--- config.mk ---
export PLATFORM = sky130hd
export DESIGN_NAME = barrel_frontend
export DESIGN_NICKNAME = d
export VERILOG_FILES = /design/src/verilog/frontend_pkg.sv /design/src/verilog/fetch_if.sv /design/src/verilog/issue_queue_if.sv /design/src/verilog/round_robin_arbiter.sv /design/src/verilog/fetch_sequencer.sv /design/src/verilog/thread_insn_queue.sv /design/src/verilog/issue_selector.sv /design/src/verilog/barrel_frontend.sv
export SDC_FILE = /design/constraint.sdc
export NUM_CORES = 2
export LEC_CHECK = 0
export BUFFER_PORTS_ARGS = -buffer_cell sky130_fd_sc_hd__buf_2
export CAP_MARGIN = 20
export CORE_MARGIN = 3
export CORE_UTILIZATION = 51
export DETAILED_ROUTE_END_ITERATION = 10
export PLACE_DENSITY = 0.69
export SYNTH_ARGS = -nofsm -noshare
export SYNTH_HDL_FRONTEND = slang
export SYNTH_HIERARCHICAL = 1
export SYNTH_SLANG_ARGS = --single-unit
--- constraint.sdc ---
create_clock -name clk_g -period 8.05 [get_ports clk_g]
set_clock_uncertainty 0.05 [all_clocks]
set_input_delay 0.805 -clock clk_g [delete_from_list [all_inputs] [get_ports clk_g]]
set_output_delay 0.805 -clock clk_g [all_outputs]
set_load 0.01 [all_outputs]
--- src/verilog/frontend_pkg.sv ---
package frontend_pkg;

	// ========================================
	// Thread and width constants
	// ========================================
	localparam int NTHREADS = 4;
	localparam int TID_W = 2;
	localparam int IP_W = 32;
	localparam int INSN_W = 40;

	typedef logic [TID_W-1:0] tid_t;
	typedef logic [IP_W-1:0] code_addr_t;
	typedef logic [INSN_W-1:0] instruction_t;
	typedef logic [NTHREADS-1:0] thread_mask_t;

	// Every instruction is five bytes long
	localparam int INSN_BYTES = 5;

	// Thread t starts at RESET_IP + t * THREAD_IP_STRIDE
	localparam code_addr_t RESET_IP = 32'hFFFC0000;
	localparam code_addr_t THREAD_IP_STRIDE = 32'h100;

	// ========================================
	// Per-thread instruction FIFO
	// ========================================
	localparam int QUEUE_DEPTH = 8;
	// Count must hold the value QUEUE_DEPTH itself
	localparam int QCNT_W = 4;

	// One FIFO entry, pointer in the upper bits
	typedef struct packed {
		code_addr_t ip;
		instruction_t insn;
	} fetch_bundle_t;

endpackage

--- src/verilog/fetch_if.sv ---
`timescale 1ns/10ps

interface fetch_if;
	import frontend_pkg::*;

	// Write strobe with the target thread and the fetched entry
	logic wr;
	tid_t thread;
	fetch_bundle_t bundle;

	// Level, one bit per thread FIFO
	thread_mask_t full;

	modport seq (
		output wr,
		output thread,
		output bundle,
		input  full
	);

	modport queue (
		input  wr,
		input  thread,
		input  bundle,
		output full
	);

endinterface

--- src/verilog/issue_queue_if.sv ---
`timescale 1ns/10ps

interface issue_queue_if;
	import frontend_pkg::*;

	// Oldest entry of every thread FIFO
	fetch_bundle_t head [NTHREADS];

	// Threads that may be read this cycle
	thread_mask_t avail;

	// Pop strobes, at most one bit set
	thread_mask_t rd;

	modport queue (
		output head,
		output avail,
		input  rd
	);

	modport sel (
		input  head,
		input  avail,
		output rd
	);

endinterface

--- src/verilog/round_robin_arbiter.sv ---
`timescale 1ns/10ps

module round_robin_arbiter (
	input  logic clk_g,
	input  logic rst_i,
	input  frontend_pkg::thread_mask_t req_i,
	input  logic advance_i,
	output frontend_pkg::tid_t grant_o,
	output logic grant_valid_o
);
	import frontend_pkg::*;

	// Thread granted last, lowest priority next time
	tid_t last_q;

	// Search starts one past the last grant and wraps around
	always_comb begin
		tid_t cand;
		grant_o = last_q;
		grant_valid_o = 1'b0;
		for (int i = 1; i <= NTHREADS; i++) begin
			cand = last_q + tid_t'(i);
			if (!grant_valid_o && req_i[cand]) begin
				grant_o = cand;
				grant_valid_o = 1'b1;
			end
		end
	end

	// Pointer parks on the last thread so thread 0 wins first
	always_ff @(posedge clk_g) begin
		if (rst_i)
			last_q <= tid_t'(NTHREADS - 1);
		else if (advance_i && grant_valid_o)
			last_q <= grant_o;
	end

	a_grant_requested: assert property (
		@(posedge clk_g) disable iff (rst_i)
		grant_valid_o |-> req_i[grant_o]
	);

endmodule

--- src/verilog/fetch_sequencer.sv ---
`timescale 1ns/10ps

module fetch_sequencer (
	input  logic clk_g,
	input  logic rst_i,
	fetch_if.seq fq,
	input  frontend_pkg::instruction_t insn_i,
	input  logic redirect_i,
	input  frontend_pkg::tid_t redirect_thread_i,
	input  frontend_pkg::code_addr_t redirect_ip_i,
	output logic fetch_valid_o,
	output frontend_pkg::tid_t fetch_thread_o,
	output frontend_pkg::code_addr_t fetch_ip_o
);
	import frontend_pkg::*;

	// One instruction pointer per thread
	code_addr_t ip_q [NTHREADS];

	thread_mask_t redir_mask;
	thread_mask_t req;
	tid_t grant;
	logic grant_v;

	// ========================================
	// Thread choice
	// ========================================

	// A thread being redirected this cycle sits out
	always_comb begin
		redir_mask = '0;
		if (redirect_i)
			redir_mask[redirect_thread_i] = 1'b1;
		req = ~fq.full & ~redir_mask;
	end

	round_robin_arbiter u_fetch_arb (
		.clk_g         (clk_g),
		.rst_i         (rst_i),
		.req_i         (req),
		.advance_i     (grant_v),
		.grant_o       (grant),
		.grant_valid_o (grant_v)
	);

	// Memory answers in the same cycle
	assign fetch_valid_o = grant_v;
	assign fetch_thread_o = grant;
	assign fetch_ip_o = ip_q[grant];

	// Entry goes to the FIFO at the end of this cycle
	assign fq.wr = grant_v;
	assign fq.thread = grant;
	assign fq.bundle = '{ip: ip_q[grant], insn: insn_i};

	// ========================================
	// Pointer update
	// ========================================
	always_ff @(posedge clk_g) begin
		if (rst_i) begin
			for (int t = 0; t < NTHREADS; t++)
				ip_q[t] <= code_addr_t'(RESET_IP + code_addr_t'(t) * THREAD_IP_STRIDE);
		end else begin
			if (grant_v)
				ip_q[grant] <= ip_q[grant] + code_addr_t'(INSN_BYTES);
			// Never the granted thread, see request mask
			if (redirect_i)
				ip_q[redirect_thread_i] <= redirect_ip_i;
		end
	end

	a_no_fetch_into_full: assert property (
		@(posedge clk_g) disable iff (rst_i)
		fq.wr |-> !fq.full[fq.thread]
	);

endmodule

--- src/verilog/thread_insn_queue.sv ---
`timescale 1ns/10ps

module thread_insn_queue (
	input  logic clk_g,
	input  logic rst_i,
	fetch_if.queue fq,
	issue_queue_if.queue iq,
	input  logic redirect_i,
	input  frontend_pkg::tid_t redirect_thread_i
);
	import frontend_pkg::*;

	typedef logic [$clog2(QUEUE_DEPTH)-1:0] qptr_t;

	// Entry storage
	fetch_bundle_t mem_q [NTHREADS][QUEUE_DEPTH];

	// Per-thread control
	qptr_t wptr_q [NTHREADS];
	qptr_t rptr_q [NTHREADS];
	logic [QCNT_W-1:0] cnt_q [NTHREADS];

	thread_mask_t wr_mask;
	thread_mask_t flush_mask;
	thread_mask_t full_w;
	thread_mask_t empty_w;

	// ========================================
	// Status and heads
	// ========================================
	always_comb begin
		for (int t = 0; t < NTHREADS; t++) begin
			wr_mask[t] = fq.wr && (fq.thread == tid_t'(t));
			flush_mask[t] = redirect_i && (redirect_thread_i == tid_t'(t));
			full_w[t] = cnt_q[t] == QCNT_W'(QUEUE_DEPTH);
			empty_w[t] = cnt_q[t] == '0;
			// Hide a FIFO that is flushed at this edge
			iq.avail[t] = !empty_w[t] && !flush_mask[t];
			iq.head[t] = mem_q[t][rptr_q[t]];
		end
	end

	assign fq.full = full_w;

	// ========================================
	// Pointers and counts
	// ========================================
	always_ff @(posedge clk_g) begin
		for (int t = 0; t < NTHREADS; t++) begin
			if (rst_i || flush_mask[t]) begin
				wptr_q[t] <= '0;
				rptr_q[t] <= '0;
				cnt_q[t] <= '0;
			end else begin
				if (wr_mask[t])
					wptr_q[t] <= wptr_q[t] + 1'b1;
				if (iq.rd[t])
					rptr_q[t] <= rptr_q[t] + 1'b1;
				cnt_q[t] <= cnt_q[t] + QCNT_W'(wr_mask[t]) - QCNT_W'(iq.rd[t]);
			end
		end
	end

	// Write lands at the thread's tail
	always_ff @(posedge clk_g) begin
		if (fq.wr)
			mem_q[fq.thread][wptr_q[fq.thread]] <= fq.bundle;
	end

	// Occupancy never passes the depth
	a_no_write_when_full: assert property (
		@(posedge clk_g) disable iff (rst_i)
		fq.wr |-> cnt_q[fq.thread] != QCNT_W'(QUEUE_DEPTH)
	);

	a_no_read_when_empty: assert property (
		@(posedge clk_g) disable iff (rst_i)
		(iq.rd & empty_w) == '0
	);

endmodule

--- src/verilog/issue_selector.sv ---
`timescale 1ns/10ps

module issue_selector (
	input  logic clk_g,
	input  logic rst_i,
	issue_queue_if.sel iq,
	input  logic issue_ready_i,
	output logic issue_valid_o,
	output frontend_pkg::tid_t issue_thread_o,
	output frontend_pkg::code_addr_t issue_ip_o,
	output frontend_pkg::instruction_t issue_insn_o
);
	import frontend_pkg::*;

	tid_t grant;
	logic grant_v;
	logic load;

	// Output register empty or taken this cycle
	assign load = !issue_valid_o || issue_ready_i;

	round_robin_arbiter u_issue_arb (
		.clk_g         (clk_g),
		.rst_i         (rst_i),
		.req_i         (iq.avail),
		.advance_i     (load),
		.grant_o       (grant),
		.grant_valid_o (grant_v)
	);

	// Pop only when the head really moves into the register
	always_comb begin
		iq.rd = '0;
		if (load && grant_v)
			iq.rd[grant] = 1'b1;
	end

	// ========================================
	// Issue register
	// ========================================
	always_ff @(posedge clk_g) begin
		if (rst_i)
			issue_valid_o <= 1'b0;
		else if (load)
			issue_valid_o <= grant_v;
	end

	// Held while stalled
	always_ff @(posedge clk_g) begin
		if (load && grant_v) begin
			issue_thread_o <= grant;
			issue_ip_o <= iq.head[grant].ip;
			issue_insn_o <= iq.head[grant].insn;
		end
	end

	a_single_pop: assert property (
		@(posedge clk_g) disable iff (rst_i)
		$onehot0(iq.rd)
	);

endmodule

--- src/verilog/barrel_frontend.sv ---
`timescale 1ns/10ps

module barrel_frontend (
	input  logic clk_g,
	input  logic rst_i,
	// Instruction memory
	output logic fetch_valid_o,
	output frontend_pkg::tid_t fetch_thread_o,
	output frontend_pkg::code_addr_t fetch_ip_o,
	input  frontend_pkg::instruction_t insn_i,
	// Redirect of one thread
	input  logic redirect_i,
	input  frontend_pkg::tid_t redirect_thread_i,
	input  frontend_pkg::code_addr_t redirect_ip_i,
	// Issue
	input  logic issue_ready_i,
	output logic issue_valid_o,
	output frontend_pkg::tid_t issue_thread_o,
	output frontend_pkg::code_addr_t issue_ip_o,
	output frontend_pkg::instruction_t issue_insn_o
);

	fetch_if fq_if ();
	issue_queue_if iq_if ();

	fetch_sequencer u_seq (
		.clk_g             (clk_g),
		.rst_i             (rst_i),
		.fq                (fq_if.seq),
		.insn_i            (insn_i),
		.redirect_i        (redirect_i),
		.redirect_thread_i (redirect_thread_i),
		.redirect_ip_i     (redirect_ip_i),
		.fetch_valid_o     (fetch_valid_o),
		.fetch_thread_o    (fetch_thread_o),
		.fetch_ip_o        (fetch_ip_o)
	);

	// Redirect also flushes the thread's FIFO
	thread_insn_queue u_queue (
		.clk_g             (clk_g),
		.rst_i             (rst_i),
		.fq                (fq_if.queue),
		.iq                (iq_if.queue),
		.redirect_i        (redirect_i),
		.redirect_thread_i (redirect_thread_i)
	);

	issue_selector u_sel (
		.clk_g          (clk_g),
		.rst_i          (rst_i),
		.iq             (iq_if.sel),
		.issue_ready_i  (issue_ready_i),
		.issue_valid_o  (issue_valid_o),
		.issue_thread_o (issue_thread_o),
		.issue_ip_o     (issue_ip_o),
		.issue_insn_o   (issue_insn_o)
	);

endmodule

After elaboration in Yosys (flattened, before gate mapping) --
Memory sizes are Yosys's and may differ from the RTL's. Cells that the tools add are included. Widths: inputs -> output; s select.
Operators by class: add/subtract/negate cells 23, $lt $le $gt $ge 19, equality and inequality tests 10, multiplexer cells 118, bitwise gates (word level) 21, reduce and logical (&&, ||, !) cells 50
Operators with widths (number):
- $bmux 72 s3 | 4
- $mux 72 | 11
- $mux 576 | 1
- $demux 72 s3 | 1
- $bmux 72 s2 | 1
- $mux 1 | 64
- $mux 32 | 2
- $reduce_or 32->1 | 2
- $add 32x3->32 const B | 1
- $lt 2x3->1 const B | 10
- $add 3x1->3 const B | 8
- $mux 3 | 8
- $mux 4 | 6
- $logic_and 1x1->1 | 22
- $ge 4x4->1 const B | 5
- $mux 2 | 10
- $not 3->4 | 5
- $add 4x1->4 | 4
- $bmux 1 s2 | 8
- $eq 4x4->1 const B | 4
- $logic_not 4->1 | 4
- $sub 4x1->4 | 4
- $logic_not 1->1 | 15
- $or 1x1->1 | 12
- other kinds (13) | 29
Word-level totals: register bits 79, bits in writable memories 2472, input port bits 78, output and inout bits 110, logic and storage cells 252, memories kept 5
Memory list:
- u_queue.mem_q | depth 4, width 576, rd ports 4, clocked after memory_dff 0, write ports 1, line thread_insn_queue.sv:16 | fetch_bundle_t mem_q [NTHREADS][QUEUE_DEPTH];
- u_seq.ip_q | depth 4, width 32, rd ports 1, clocked after memory_dff 0, write ports 4, line fetch_sequencer.sv:18 | code_addr_t ip_q [NTHREADS];
- u_queue.cnt_q | depth 4, width 4, rd ports 4, clocked after memory_dff 0, write ports 4, line thread_insn_queue.sv:21 | logic [QCNT_W-1:0] cnt_q [NTHREADS];
- u_queue.rptr_q | depth 4, width 3, rd ports 4, clocked after memory_dff 0, write ports 4, line thread_insn_queue.sv:20 | qptr_t rptr_q [NTHREADS];
- u_queue.wptr_q | depth 4, width 3, rd ports 5, clocked after memory_dff 0, write ports 4, line thread_insn_queue.sv:19 | qptr_t wptr_q [NTHREADS];

Logic depth before layout (Yosys ltp) --
An unclocked memory read counts as a cell.
depth after elaboration 26, mapped depth 16, depth with buffers taken out 15

Hierarchy --
Netlist, hierarchy kept.
Modules (own cells, without submodules):
- thread_insn_queue | times used 1, cells each 3591, area each 88846.5 µm², sequential area each 70227.4 µm²
- fetch_sequencer | times used 1, cells each 646, area each 7332.0 µm², sequential area each 3843.7 µm²
- issue_selector | times used 1, cells each 174, area each 4088.9 µm², sequential area each 2242.2 µm²
- round_robin_arbiter | times used 2, cells each 24, area each 185.2 µm², sequential area each 40.0 µm²

Worst setup path after synthesis --
No wires, ideal clock.
path type input -> register, from in redirect_i, to mem u_queue/mem_q[1][216] (netlist name), enable pin, setup time 590 ps, arrival 7917 ps, required time 7410 ps, path slack -507 ps, stages 11, path buffers 3, cells stage by stage and3_1 > clkbuf_1 > nor2_1 > nand2b_1 > and3b_1 > o21ai_1 > buf_4 > mux4_2 > nand2b_1 > clkbuf_1 > nor3_1
On the way: word-level cells in the longest chain between the ends 22, elaborated cells on any way between the ends 34, those cells by class 2 x order compare; 21 x mux; 3 x bitwise; 7 x reduce/logical; 1 x memory
RTL lines:
- from (decl) | line barrel_frontend.sv:12 | input logic redirect_i,
- $mux 4 * | line fetch_sequencer.sv:32 | if (redirect_i)
- $not 4->4 * | line fetch_sequencer.sv:34 | req = ~fq.full & ~redir_mask;
- $and 4x4->4 * | line fetch_sequencer.sv:34
- via u_seq.req[3] | line fetch_sequencer.sv:21 | thread_mask_t req;
- $bmux 1 s2 | line round_robin_arbiter.sv:23 | if (!grant_valid_o && req_i[cand]) begin
- $mux 1 (not written as such) | line round_robin_arbiter.sv:23
- $mux 1 | line round_robin_arbiter.sv:23
- $logic_not 1->1 | line round_robin_arbiter.sv:23
- (+8 left out)
- via fetch_thread_o[0] | line barrel_frontend.sv:8 | output frontend_pkg::tid_t fetch_thread_o,
- $mem_v2 4x3
- $not 3->4 (not written as such) | line thread_insn_queue.sv:67 | mem_q[fq.thread][wptr_q[fq.thread]] <= fq.bundle;
- $ge 4x4->1 (not written as such) or $lt 4x1->1 (tied branches) | line thread_insn_queue.sv:67
- $logic_and 1x1->1 (not written as such) | line thread_insn_queue.sv:67
- $mux 72 (not written as such) | line thread_insn_queue.sv:67
- $demux 72 s3 | line thread_insn_queue.sv:67
- $mux 576 (not written as such) | line thread_insn_queue.sv:67
- to (decl) | line thread_insn_queue.sv:16
The timed path passes the listed nets; every way through them passes the cells marked *. The select of a mux whose other input is x is not followed.

==> impl_metrics.csv <==
group,metric,value,unit
floorplanning,die_y,450,um
drt,routedWlPerCell,31.6,um
setup_path,rr_startpoint,"u_queue/cnt_q[1][2]",
cts,cts.repair.resized,0,
worst_hold_path,min_path_cells,3,
drt,remaining_drc_errors,0,
drt,drt-total-wl,239,mm
floorplanning,io_pins,188,
synthesis,ys_dominant_reg_cell,"edfxtp_1",
synthesis,synth_top_cell_area_share,75.5,%
setup_path,start_kind,"flip-flop",
cts,clock_path_buffers,3,
sta,clock.fmax,0.175,GHz
sta,setup_ws,2.33,ns
setup_path,r2r_setup_slack,2.59,ns
finish,utilization,57.6,%
synthesis,yosys.area.top_type,"edfxtp_1",
synthesis,synthTopCellsByCount,"edfxtp_1, mux4_2, mux2_2",
setup_path,r2r_end,"u_seq/ip_q[2][25]",
floorplanning,die_w,450,um
worst_hold_path,min_path_type,"input pin to flip-flop",
floorplanning,fp-row-count,162,
global_routing,grt_pass1_vias,48400,
cts,cts_tree,"yes",
synthesis,yosysMostFrequentCell,"edfxtp_1",
synthesis,ys_top_cells_by_area,"edfxtp_1, mux4_2, mux2_2, buf_4, nor2_1",
cts,cts_max_level,4,
setup_path,crit_fanout,37,
sta,finalCritPeriodShare,71.0,%
placed_design,port_buffers,187,
pwr,power_density,417,nW/um2
placed_design,gp_congestion,0.801,
drt,dr.pass1.iters,7,
cts,clkTransAtPathRegs,0.06,ns
synthesis,yosysWarnings,6,
finish,fillers,13800,
drt,viasPerCell,6.25,
cts,hold_buffers,0,
cts,postCtsSetupBuffers,0,
worst_hold_path,hold_path_startpoint,"redirect_ip_i[11]",
sta,final_max_slew_viol_count,0,
finish,drive_above_1_share,34.2,%
flow_run,maxCapViolations,0,
sta,setup_viol,0,
global_routing,grt_pass1_wl,347,mm
synthesis,synth-async-reset-ratio,0,%
sta,fin_crit,5.72,ns
pwr,p_leak,34.9,nW
drt,first_iter_violations,5430,
pwr,ir_worst_vdd,0.363,mV
sta,worstMarginPinSlew,1.14,ns
synthesis,ys_ff_latch,2551,
placed_design,dp.final_hpwl,130,mm
sta,hold_slack,0.203,ns
sta,fin_tns_setup,0,ns
synthesis,yosysUniqueCellTypes,60,
drt,dr_total_vias,47300,
setup_path,critPathRequiredTime,7.19,ns
finish,regArea,76400,um2
placed_design,place_ws,1.94,ns
setup_path,crit_type,"flip-flop to primary output",
global_routing,overflow,0,
setup_path,end_kind,"primary output",
sta,rsz0062_at_grt,"no",
sta,hold_viol,0,
global_routing,antenna_found_initial,13,
pwr,power,46.9,mW
setup_path,reg2reg_depth,13,
floorplanning,core_area,196000,um2
synthesis,synth_edf_count,2530,
outcome,status,"complete, no violations",
global_routing,grt_max_degree,73,
cts,clock_sinks,2551,
finish,multi_input_area,22600,um2
floorplanning,start_util,51.5,%
finish,finalNetCount,4843,
cts,cts_inserted_buffers,240,
cts,insertion_delay,0.89,ns
synthesis,syn_avg_cell_area,22.6,um2
synthesis,syn-num-nets,4574,
worst_hold_path,hold_end,"u_seq/ip_q[1][11]",
finish,area_growth,12.0,%
synthesis,synth_area,101000,um2
global_routing,grt.total_usage,23.7,%
sta,slew_headroom,23.9,%
cts,cts-root-buf,"clkbuf_16",
setup_path,cp.arrival,4.86,ns
synthesis,ys_seq_area_share,75.9,%
floorplanning,dieArea,203000,um2
drt,drt.antenna.violating_nets,0,
synthesis,syn-instance-count,4459,
==> where the power goes <==
group / internal [mW] / leakage (nW) / switching (mW)
logic: 6.35 / 8.09 / 9.65
clock network: 6.37 / 3.81 / 4.91
registers: 19.0 / 23.0 / 0.669
total: 31.7 / 34.9 / 15.2
==> critical path: stages (launching register included) <==
cell	delay [ns]
dfxtp_1	0.31
inv_1	0.06
ha_1	0.18
and3_1	0.18
nor2b_1	0.29
nand2b_1	0.12
and3b_1	0.22
o21ai_4	0.81
buf_4	0.58
mux4_2	0.93
buf_2	0.29
==> flip-flops by register name, indices dropped and copies added (netlist names) <==
name                      count
u_queue/cnt_q                16
u_queue/rptr_q               12
u_sel/u_issue_arb/last_q      2
u_seq/ip_q                  128
u_sel/issue_thread_o          2
u_sel/issue_valid_o           1
u_sel/issue_ip_o             32
u_queue/mem_q              2304
u_seq/u_fetch_arb/last_q      2
u_queue/wptr_q               12
u_sel/issue_insn_o           40
==> logic make-up (layout without fill, tap and decap cells) <==
kind of cell,after synthesis,in the layout,share of synthesized area [%]
buf+inv,330,799,1.96
fa+ha+maj,37,37,0.490
other cells,0,10,0
compound gates,163,163,0.962
flops,2551,2551,75.9
mux,974,974,18.5
xor+xnor,42,42,0.373
simple gates,362,362,1.78
==> worst max path at each step <==
stage          depth (start not counted)            startpoint                    end  slack (ns)
2_1_floorplan                         11            redirect_i  u_queue/mem_q[1][216]       -0.51
3_3_place_gp                          13  redirect_thread_i[1]      u_seq/ip_q[2][25]        2.09
3_5_place_dp                          13  redirect_thread_i[1]      u_seq/ip_q[0][25]        1.94
4_1_cts                               10   u_queue/cnt_q[1][2]         fetch_ip_o[31]        2.17
5_1_grt                               10   u_queue/cnt_q[1][2]         fetch_ip_o[31]        1.99
6_report                              10   u_queue/cnt_q[1][2]         fetch_ip_o[28]        2.33
==> layout make-up <==
type | count | share of cell area [%]
Multi-Input combinational cell | 1578 | 20.0
Inverter | 39 | 0.130
Tap cell | 2624 | 2.91
Timing Repair Buffer | 318 | 2.07
Sequential cell | 2551 | 67.8
Clock buffer | 289 | 5.53
Antenna cell | 10 | 0.0222
Clock inverter | 153 | 1.49
==> metrics by stage <==
step                cells  cell area (um2)
CTS                  7549           113000
global route         7556           113000
floorplan            4459           101000
detailed placement   7107           105000
global placement     7103           105000
finish               7562           113000
==> metal layers <==
layer	global-route usage [%]	part of all wire (%)	vias to the layer above
li1	-	-	19200
met1	32.9	39	25500
met2	39.2	50	2163
met3	4.09	7.9	410
met4	6.73	2.8	0
met5	0	0	-
==> placed cells by master (no fill, tap or decap), types with 43 or more instances in the layout <==
master     netlist  layout
o21ai_0         43      43
clkbuf_1        96      45
clkinv_1         0      63
buf_4           82      99
mux2_2         289     289
nor2_1         123      95
nand2_1         93      93
edfxtp_1      2530    2530
mux4_2         682     682
buf_2           74     187
a21oi_1         71      71
clkbuf_16        0     240
Power figures use the tool's default switching activity.
